**src/ffcp_macros.svh**
```systemverilog
// FFCP receive path widths and protocol constants
`ifndef FFCP_MACROS_SVH
`define FFCP_MACROS_SVH

`define BYTE_LEN 8

// Ethernet header layout, in bytes
`define ETH_HEADER_LEN 14
`define ETH_ETHERTYPE_POS 12

`define ETHERTYPE_FFCP 16'h8855

// Slot index carried in the FFCP header
`define FFCP_INDEX_LEN 4

// Payload bytes per packet buffer slot
`define FGP_LEN 16
`define FGP_CNT_LEN 4

// Slot and offset together
`define PB_ADDR_LEN 8

// Preamble is 0x55 bytes, delimiter 0xD5, sent LSB first
`define RMII_PREAMBLE_DIBIT 2'b01
`define RMII_SFD_DIBIT 2'b11

`endif

```
**src/eth_pkg.sv**
```systemverilog
// Ethernet receive types for the RMII line and the framing stages
`include "ffcp_macros.svh"

package eth_pkg;

	// RMII receive pins as sampled on clk
	typedef struct packed {
		logic crs_dv;
		logic [1:0] rxd;
		logic rxerr;
	} rmii_rx_t;

	// One byte with its strobe
	typedef struct packed {
		logic valid;
		logic [`BYTE_LEN-1:0] data;
	} byte_strobe_t;

	// High byte first, as on the wire
	typedef logic [2*`BYTE_LEN-1:0] ethertype_t;

endpackage

```
**src/ffcp_pkg.sv**
```systemverilog
// FFCP metadata and packet buffer write port types
`include "ffcp_macros.svh"

package ffcp_pkg;

	typedef enum logic [`BYTE_LEN-1:0] {
		FFCP_TYPE_ACK = 8'd1,
		FFCP_TYPE_SYN = 8'd2,
		FFCP_TYPE_MSG = 8'd3
	} ffcp_type_e;

	// Header strobe with the decoded type and slot index
	typedef struct packed {
		logic valid;
		ffcp_type_e ffcp_type;
		logic [`FFCP_INDEX_LEN-1:0] index;
	} ffcp_meta_t;

	typedef struct packed {
		logic [`FFCP_INDEX_LEN-1:0] slot;
		logic [`FGP_CNT_LEN-1:0] offset;
	} pb_slot_addr_t;

	// Same word seen as slot and offset, or as a flat buffer address
	typedef union packed {
		logic [`PB_ADDR_LEN-1:0] flat;
		pb_slot_addr_t fields;
	} pb_addr_u;

	typedef struct packed {
		logic we;
		pb_addr_u addr;
		logic [`BYTE_LEN-1:0] data;
	} pb_write_t;

endpackage

```
**src/rmii_byte_rx.sv**
```systemverilog
// RMII receiver that locks on the start-frame delimiter and packs dibits into bytes
`timescale 1ns/1ps
`include "ffcp_macros.svh"

module rmii_byte_rx import eth_pkg::*; (
	input logic clk,
	input logic eth_rx_downstream_rst,
	input rmii_rx_t rmii,
	output byte_strobe_t rx_byte,
	output logic frame_end,
	output logic frame_abort
);
	typedef enum logic [1:0] {ST_IDLE, ST_PREAMBLE, ST_DATA} state_e;

	state_e state;
	logic crs_dv_q;
	logic [1:0] dibit_cnt;
	logic byte_valid;
	logic [`BYTE_LEN-1:0] shift;

	always_ff @(posedge clk) begin
		if (eth_rx_downstream_rst) begin
			state <= ST_IDLE;
			crs_dv_q <= 1'b0;
			dibit_cnt <= '0;
			byte_valid <= 1'b0;
			frame_end <= 1'b0;
			frame_abort <= 1'b0;
		end else begin
			crs_dv_q <= rmii.crs_dv;
			byte_valid <= 1'b0;
			frame_end <= 1'b0;
			frame_abort <= 1'b0;
			case (state)
				ST_IDLE: begin
					// Only a fresh carrier can start a frame
					if (rmii.crs_dv && !crs_dv_q && rmii.rxd == `RMII_PREAMBLE_DIBIT)
						state <= ST_PREAMBLE;
				end
				ST_PREAMBLE: begin
					if (!rmii.crs_dv || rmii.rxerr) begin
						frame_abort <= rmii.rxerr;
						state <= ST_IDLE;
					end else if (rmii.rxd == `RMII_SFD_DIBIT) begin
						dibit_cnt <= '0;
						state <= ST_DATA;
					end else if (rmii.rxd != `RMII_PREAMBLE_DIBIT) begin
						state <= ST_IDLE;
					end
				end
				ST_DATA: begin
					if (rmii.rxerr) begin
						frame_abort <= 1'b1;
						state <= ST_IDLE;
					end else if (!rmii.crs_dv) begin
						frame_end <= 1'b1;
						state <= ST_IDLE;
					end else begin
						dibit_cnt <= dibit_cnt + 2'd1;
						byte_valid <= (dibit_cnt == 2'd3);
					end
				end
				default: state <= ST_IDLE;
			endcase
		end
	end

	// LSB first, so new dibits enter at the top
	always_ff @(posedge clk) begin
		if (state == ST_DATA && rmii.crs_dv)
			shift <= {rmii.rxd, shift[`BYTE_LEN-1:2]};
	end

	assign rx_byte = '{valid: byte_valid, data: shift};

endmodule

```
**src/eth_frame_rx.sv**
```systemverilog
// Ethernet header parser that extracts the ethertype and forwards payload bytes
`timescale 1ns/1ps
`include "ffcp_macros.svh"

module eth_frame_rx import eth_pkg::*; (
	input logic clk,
	input logic eth_rx_downstream_rst,
	input byte_strobe_t rx_byte,
	input logic frame_end,
	input logic frame_abort,
	output byte_strobe_t payload,
	output ethertype_t ethertype,
	output logic ethertype_valid,
	output logic payload_end
);
	localparam int HDR_CNT_LEN = $clog2(`ETH_HEADER_LEN + 1);
	localparam logic [HDR_CNT_LEN-1:0] HDR_END = HDR_CNT_LEN'(`ETH_HEADER_LEN);
	localparam logic [HDR_CNT_LEN-1:0] ET_HI_POS = HDR_CNT_LEN'(`ETH_ETHERTYPE_POS);
	localparam logic [HDR_CNT_LEN-1:0] ET_LO_POS = HDR_CNT_LEN'(`ETH_ETHERTYPE_POS + 1);

	logic [HDR_CNT_LEN-1:0] hdr_cnt;
	logic [`BYTE_LEN-1:0] ethertype_hi;
	ethertype_t ethertype_q;
	logic payload_valid;
	logic [`BYTE_LEN-1:0] payload_data;

	always_ff @(posedge clk) begin
		if (eth_rx_downstream_rst) begin
			hdr_cnt <= '0;
			payload_valid <= 1'b0;
			ethertype_valid <= 1'b0;
			payload_end <= 1'b0;
		end else begin
			payload_valid <= 1'b0;
			ethertype_valid <= 1'b0;
			payload_end <= frame_end;
			if (frame_abort || frame_end) begin
				hdr_cnt <= '0;
			end else if (rx_byte.valid) begin
				// Counter stops at the header length, the rest is payload
				if (hdr_cnt == HDR_END)
					payload_valid <= 1'b1;
				else
					hdr_cnt <= hdr_cnt + 1'b1;
				if (hdr_cnt == ET_LO_POS)
					ethertype_valid <= 1'b1;
			end
		end
	end

	always_ff @(posedge clk) begin
		if (rx_byte.valid) begin
			payload_data <= rx_byte.data;
			if (hdr_cnt == ET_HI_POS)
				ethertype_hi <= rx_byte.data;
			if (hdr_cnt == ET_LO_POS)
				ethertype_q <= {ethertype_hi, rx_byte.data};
		end
	end

	assign ethertype = ethertype_q;
	assign payload = '{valid: payload_valid, data: payload_data};

endmodule

```
**src/ffcp_rx.sv**
```systemverilog
// FFCP header decoder that filters on ethertype and classifies ACK, SYN and MSG frames
`timescale 1ns/1ps
`include "ffcp_macros.svh"

module ffcp_rx import eth_pkg::*, ffcp_pkg::*; (
	input logic clk,
	input logic eth_rx_downstream_rst,
	input byte_strobe_t payload,
	input ethertype_t ethertype,
	input logic ethertype_valid,
	input logic payload_end,
	input logic frame_abort,
	output ffcp_meta_t meta,
	output byte_strobe_t ffcp_payload,
	output logic frame_done
);
	typedef enum logic [1:0] {FIELD_TYPE, FIELD_INDEX, FIELD_DATA} field_e;

	field_e field;
	logic ffcp_en;
	logic accepted;
	logic type_known;
	ffcp_type_e type_q;
	logic [`FFCP_INDEX_LEN-1:0] index_q;
	logic meta_valid;
	logic fwd_valid;
	logic [`BYTE_LEN-1:0] fwd_data;

	always_comb type_known = type_q inside {FFCP_TYPE_ACK, FFCP_TYPE_SYN, FFCP_TYPE_MSG};

	always_ff @(posedge clk) begin
		if (eth_rx_downstream_rst) begin
			field <= FIELD_TYPE;
			ffcp_en <= 1'b0;
			accepted <= 1'b0;
			meta_valid <= 1'b0;
			fwd_valid <= 1'b0;
			frame_done <= 1'b0;
		end else begin
			meta_valid <= 1'b0;
			fwd_valid <= 1'b0;
			frame_done <= payload_end && accepted;
			if (frame_abort || payload_end) begin
				field <= FIELD_TYPE;
				ffcp_en <= 1'b0;
				accepted <= 1'b0;
			end else begin
				if (ethertype_valid)
					ffcp_en <= (ethertype == `ETHERTYPE_FFCP);
				if (payload.valid && ffcp_en) begin
					case (field)
						FIELD_TYPE: field <= FIELD_INDEX;
						FIELD_INDEX: begin
							// Unknown types are dropped here
							field <= FIELD_DATA;
							meta_valid <= type_known;
							accepted <= type_known;
						end
						default: fwd_valid <= accepted;
					endcase
				end
			end
		end
	end

	always_ff @(posedge clk) begin
		if (payload.valid) begin
			fwd_data <= payload.data;
			if (field == FIELD_TYPE)
				type_q <= ffcp_type_e'(payload.data);
			if (field == FIELD_INDEX)
				index_q <= payload.data[`FFCP_INDEX_LEN-1:0];
		end
	end

	assign meta = '{valid: meta_valid, ffcp_type: type_q, index: index_q};
	assign ffcp_payload = '{valid: fwd_valid, data: fwd_data};

endmodule

```
**src/ffcp_slot_writer.sv**
```systemverilog
// Packet buffer writer that places FFCP payload bytes in the slot given by the index
`timescale 1ns/1ps
`include "ffcp_macros.svh"

module ffcp_slot_writer import eth_pkg::*, ffcp_pkg::*; (
	input logic clk,
	input logic eth_rx_downstream_rst,
	input ffcp_meta_t meta,
	input byte_strobe_t ffcp_payload,
	input logic frame_abort,
	output pb_write_t pb_write
);
	localparam logic [`FGP_CNT_LEN-1:0] LAST_OFFSET = `FGP_CNT_LEN'(`FGP_LEN - 1);

	logic [`FFCP_INDEX_LEN-1:0] slot_q;
	logic [`FGP_CNT_LEN-1:0] offset_cnt;
	logic slot_full;
	logic wr_en;
	pb_addr_u wr_addr;
	logic [`BYTE_LEN-1:0] wr_data;

	always_ff @(posedge clk) begin
		if (eth_rx_downstream_rst) begin
			offset_cnt <= '0;
			slot_full <= 1'b0;
			wr_en <= 1'b0;
		end else begin
			wr_en <= 1'b0;
			if (meta.valid || frame_abort) begin
				offset_cnt <= '0;
				slot_full <= 1'b0;
			end else if (ffcp_payload.valid && !slot_full) begin
				wr_en <= 1'b1;
				offset_cnt <= offset_cnt + 1'b1;
				// Bytes past one slot are dropped
				if (offset_cnt == LAST_OFFSET)
					slot_full <= 1'b1;
			end
		end
	end

	always_ff @(posedge clk) begin
		if (meta.valid)
			slot_q <= meta.index;
		if (ffcp_payload.valid) begin
			wr_addr.fields.slot <= slot_q;
			wr_addr.fields.offset <= offset_cnt;
			wr_data <= ffcp_payload.data;
		end
	end

	assign pb_write = '{we: wr_en, addr: wr_addr, data: wr_data};

endmodule

```
**src/eth_ffcp_rx_top.sv**
```systemverilog
// Ethernet FFCP receive chain from the RMII line to packet buffer writes
`timescale 1ns/1ps

module eth_ffcp_rx_top import eth_pkg::*, ffcp_pkg::*; (
	input logic clk,
	input logic eth_rx_downstream_rst,
	input rmii_rx_t rmii,
	output ffcp_meta_t meta,
	output logic frame_done,
	output pb_write_t pb_write
);
	byte_strobe_t rx_byte;
	logic frame_end;
	logic frame_abort;
	byte_strobe_t payload;
	ethertype_t ethertype;
	logic ethertype_valid;
	logic payload_end;
	byte_strobe_t ffcp_payload;

	rmii_byte_rx u_rmii_byte_rx (
		.clk(clk),
		.eth_rx_downstream_rst(eth_rx_downstream_rst),
		.rmii(rmii),
		.rx_byte(rx_byte),
		.frame_end(frame_end),
		.frame_abort(frame_abort)
	);

	eth_frame_rx u_eth_frame_rx (
		.clk(clk),
		.eth_rx_downstream_rst(eth_rx_downstream_rst),
		.rx_byte(rx_byte),
		.frame_end(frame_end),
		.frame_abort(frame_abort),
		.payload(payload),
		.ethertype(ethertype),
		.ethertype_valid(ethertype_valid),
		.payload_end(payload_end)
	);

	ffcp_rx u_ffcp_rx (
		.clk(clk),
		.eth_rx_downstream_rst(eth_rx_downstream_rst),
		.payload(payload),
		.ethertype(ethertype),
		.ethertype_valid(ethertype_valid),
		.payload_end(payload_end),
		.frame_abort(frame_abort),
		.meta(meta),
		.ffcp_payload(ffcp_payload),
		.frame_done(frame_done)
	);

	ffcp_slot_writer u_ffcp_slot_writer (
		.clk(clk),
		.eth_rx_downstream_rst(eth_rx_downstream_rst),
		.meta(meta),
		.ffcp_payload(ffcp_payload),
		.frame_abort(frame_abort),
		.pb_write(pb_write)
	);

endmodule

```
**config.mk**
```make
export PLATFORM = sky130hd
export DESIGN_NAME = eth_ffcp_rx_top
export DESIGN_NICKNAME = d
export VERILOG_FILES = /design/src/eth_pkg.sv /design/src/ffcp_pkg.sv /design/src/rmii_byte_rx.sv /design/src/eth_frame_rx.sv /design/src/ffcp_rx.sv /design/src/ffcp_slot_writer.sv /design/src/eth_ffcp_rx_top.sv
export VERILOG_INCLUDE_DIRS = /design/src /design/src/src
export SDC_FILE = /design/constraint.sdc
export NUM_CORES = 1
export LEC_CHECK = 0
export BUFFER_PORTS_ARGS = -buffer_cell sky130_fd_sc_hd__buf_2
export CORE_MARGIN = 1.5
export CORE_UTILIZATION = 30
export DETAILED_ROUTE_END_ITERATION = 8
export PLACE_DENSITY = 0.59
export SLEW_MARGIN = 30
export SYNTH_ARGS = -nofsm -noshare
export SYNTH_HDL_FRONTEND = slang
export SYNTH_HIERARCHICAL = 1
export SYNTH_SLANG_ARGS = --single-unit
```
**constraint.sdc**
```tcl
create_clock -name clk -period 1.5 [get_ports clk]
set_input_delay 0.075 -clock clk [delete_from_list [all_inputs] [get_ports clk]]
set_output_delay 0.075 -clock clk [all_outputs]
set_load 0.01 [all_outputs]
```
==> out/metrics.yaml <==
tritoncts: "done"
synth_warnings: 6
dieArea_mm2: 0.0134
drt_iter0_drc: 102
syn_area_mm2: 0.00381
dr.pass1.iters: 4
ys_seq_area_share_pct: 77.8
start_util_pct: 31.2
core_area_mm2: 0.0122
leakage_uw: 0.00160
critical_path_class: "reg2reg"
ys_ff_latch: 108
drv_cap: 0
multi_input_area_um2: 790
ioPinCount: 37
tightestPinTransition_ns: 0.360
finalHoldViolCount: 0
power_density_mw_per_mm2: 1260
synthArstFlopShare_pct: 0
synth_edf_count: 80
path_cells: "inv_1 -> ha_1 -> mux2i_1 -> a221oi_4 -> mux2i_1"
grt_overflow: 0
diodes: 0
routed_via_density: 4.39
drive_gt1_share_pct: 23.7
drc: 0
ant_nets: 0
cp_top_family: "flip-flops"
synth_top_area_share_pct: 63.1
hp-class: "in2reg"
crit_path_max_fanout: 4
port_buffers: 36
required_ns: 1.76
post_cts_buffers: 0
cts_sinks: 108
path_buf_inv: 1
report.final.slew_viol_count: 0
synth_nets: 245
synth_top_area_cell: "edfxtp_1"
fmax_mhz: 703
min_period_over_period_pct: 94.8
dp_worst_setup_slack_ns: 0.0925
synth_ff_type: "edfxtp_1"
hpwl_um: 4190
dp.cells: 432
synth_most_common_cell: "edfxtp_1"
setup_viol: 0
grt_max_degree: 19
layout.nets: 295
synth_common_cells: "80 x edfxtp_1, 28 x dfxtp_1, 13 x nor2_1"
critPathSlowestCell: "dfxtp_1"
cts-root-buf: "clkbuf_16"
grt_pass1_vias: 1947
die_height_um: 116
cts_inserted_buffers: 9
antenna_found_initial: 0
synth_top_cells_by_area: "edfxtp_1 63%, dfxtp_1 15%, ha_1 3.6%"
status: "complete, no violations"
clockBufferDepth: 2
final_util_pct: 37.6
num_vias: 1980
setup.worst_path.end_class: "register"
crit_arrival_ns: 1.69
synthCells: 228
worst_path_most_repeated_cell: "mux2i_1"
seq_area_mm2: 0.00296
clkTransAtPathRegs_ns: 0.07
wl_per_cell_um: 12.8
period_minus_slack_ns: 1.42
max_stage_delay_ns: 0.38
layout.cells.non_filler: 451
clkLatencyLatePin_ns: 0.33
row_count: 40
nFillCells: 1184
area_growth_pct: 20.4
skew_ns: 0.00342
synth_area_per_cell_um2: 16.7
htree_num_levels: 3
die_x_um: 116
cp-start-kind: "register"
slew_headroom_pct: 75.7
ys_types: 46
grt_pass1_wl_um: 9240
wirelength_um: 5790
grt.total_usage_pct: 9.05
ir_worst_vdd_v: 0.000484
fin_ws_ns: 0.0778
place_congestion: 0.811
[kinds of logic after synthesis]
kind of cell	after synthesis	share of synthesized area, %
AOI/OAI and AO/OA	22	4.21
xor gates and xnor gates	3	0.690
adders and majority gates	11	3.61
buffers and inverters	15	1.97
DFF	108	77.8
muxes	4	1.05
and+or+nand+nor	65	10.7
[final cells by class]
cell class	count	share of cell area [%]
Clock inverter	7	2.13
Timing Repair Buffer	45	5.84
Sequential cell	108	64.6
Tap cell	168	4.58
Inverter	9	0.736
Multi-Input combinational cell	105	17.2
Clock buffer	9	4.91
[worst register-to-register path, cell delays in order, from the launching register on]
cell and delay [ns]:
dfxtp_1 0.38, inv_1 0.11, ha_1 0.25, mux2i_1 0.16, a221oi_4 0.24, mux2i_1 0.21
[through the flow]
step | TNS, ns | area, um2 | hold WS (ns) | total power, uW
6_report | 0 | 4590 | 0.0381 | 5800
3_3_place_gp | 0 | 4220 | 0.330 | 3360
5_1_grt | -0.00322 | 4590 | 0.0419 | 6000
2_1_floorplan | 0 | 3810 | 0.144 | 3320
4_1_cts | 0 | 4570 | 0.0187 | 5860
3_5_place_dp | 0 | 4220 | 0.329 | 3360
[layer usage]
layer  GRT usage [%]  wire (um)
met1            10.3       2490
met2            15.9       2940
met3            2.35        243
met4            4.31        112
met5               0          0
[path summary, 6_finish.rpt]
path | slack [ns] | start | depth (start not counted) | to
hold reg to reg | 0.42 | u_ffcp_rx/fwd_data[2] | 0 | u_ffcp_slot_writer/wr_data[2]
setup reg to reg | 0.08 | u_rmii_byte_rx/state[0] | 5 | u_rmii_byte_rx/dibit_cnt[0]
setup / recovery | 0.08 | u_rmii_byte_rx/state[0] | 5 | u_rmii_byte_rx/dibit_cnt[0]
hold / removal | 0.04 | rmii[3] | 2 | u_rmii_byte_rx/frame_end
[repair_timing]
action                                  CTS  global route
gates resized for setup                   0             2
hold endpoints to repair                  3             0
hold buffers                              3             0
endpoints found under the setup margin    0             2
[where the power goes]
part / internal [uW] / switching, uW
clock: 1470 / 1010
sequential: 3170 / 7.00
combinational: 56.7 / 77.5
[placed cells by master, fill, tap and decap left out, drive strengths merged, types with 5 or more instances in the layout]
master | netlist | layout
ha | 11 | 11
a21oi | 6 | 6
buf | 5 | 42
nand3 | 9 | 9
edfxtp | 80 | 80
or3 | 5 | 5
clkbuf | 1 | 9
inv | 9 | 11
dfxtp | 28 | 28
nor2 | 13 | 13
[flip-flops by register name, indices dropped and copies added (netlist names), 2 cells and up]
| register | cells |
|---|---|
| u_rmii_byte_rx/dibit_cnt | 2 |
| u_ffcp_slot_writer/wr_addr | 8 |
| u_ffcp_rx/fwd_data | 8 |
| u_ffcp_rx/index_q | 4 |
| u_ffcp_rx/field | 2 |
| u_ffcp_slot_writer/slot_q | 4 |
| u_ffcp_rx/type_q | 8 |
| u_ffcp_slot_writer/wr_data | 8 |
| u_eth_frame_rx/ethertype_hi | 8 |
| u_rmii_byte_rx/state | 2 |
| u_eth_frame_rx/hdr_cnt | 4 |
| u_ffcp_slot_writer/offset_cnt | 4 |
| u_eth_frame_rx/payload_data | 8 |
| u_rmii_byte_rx/shift | 8 |
| u_eth_frame_rx/ethertype | 16 |
(Power assumes the default switching activity.)
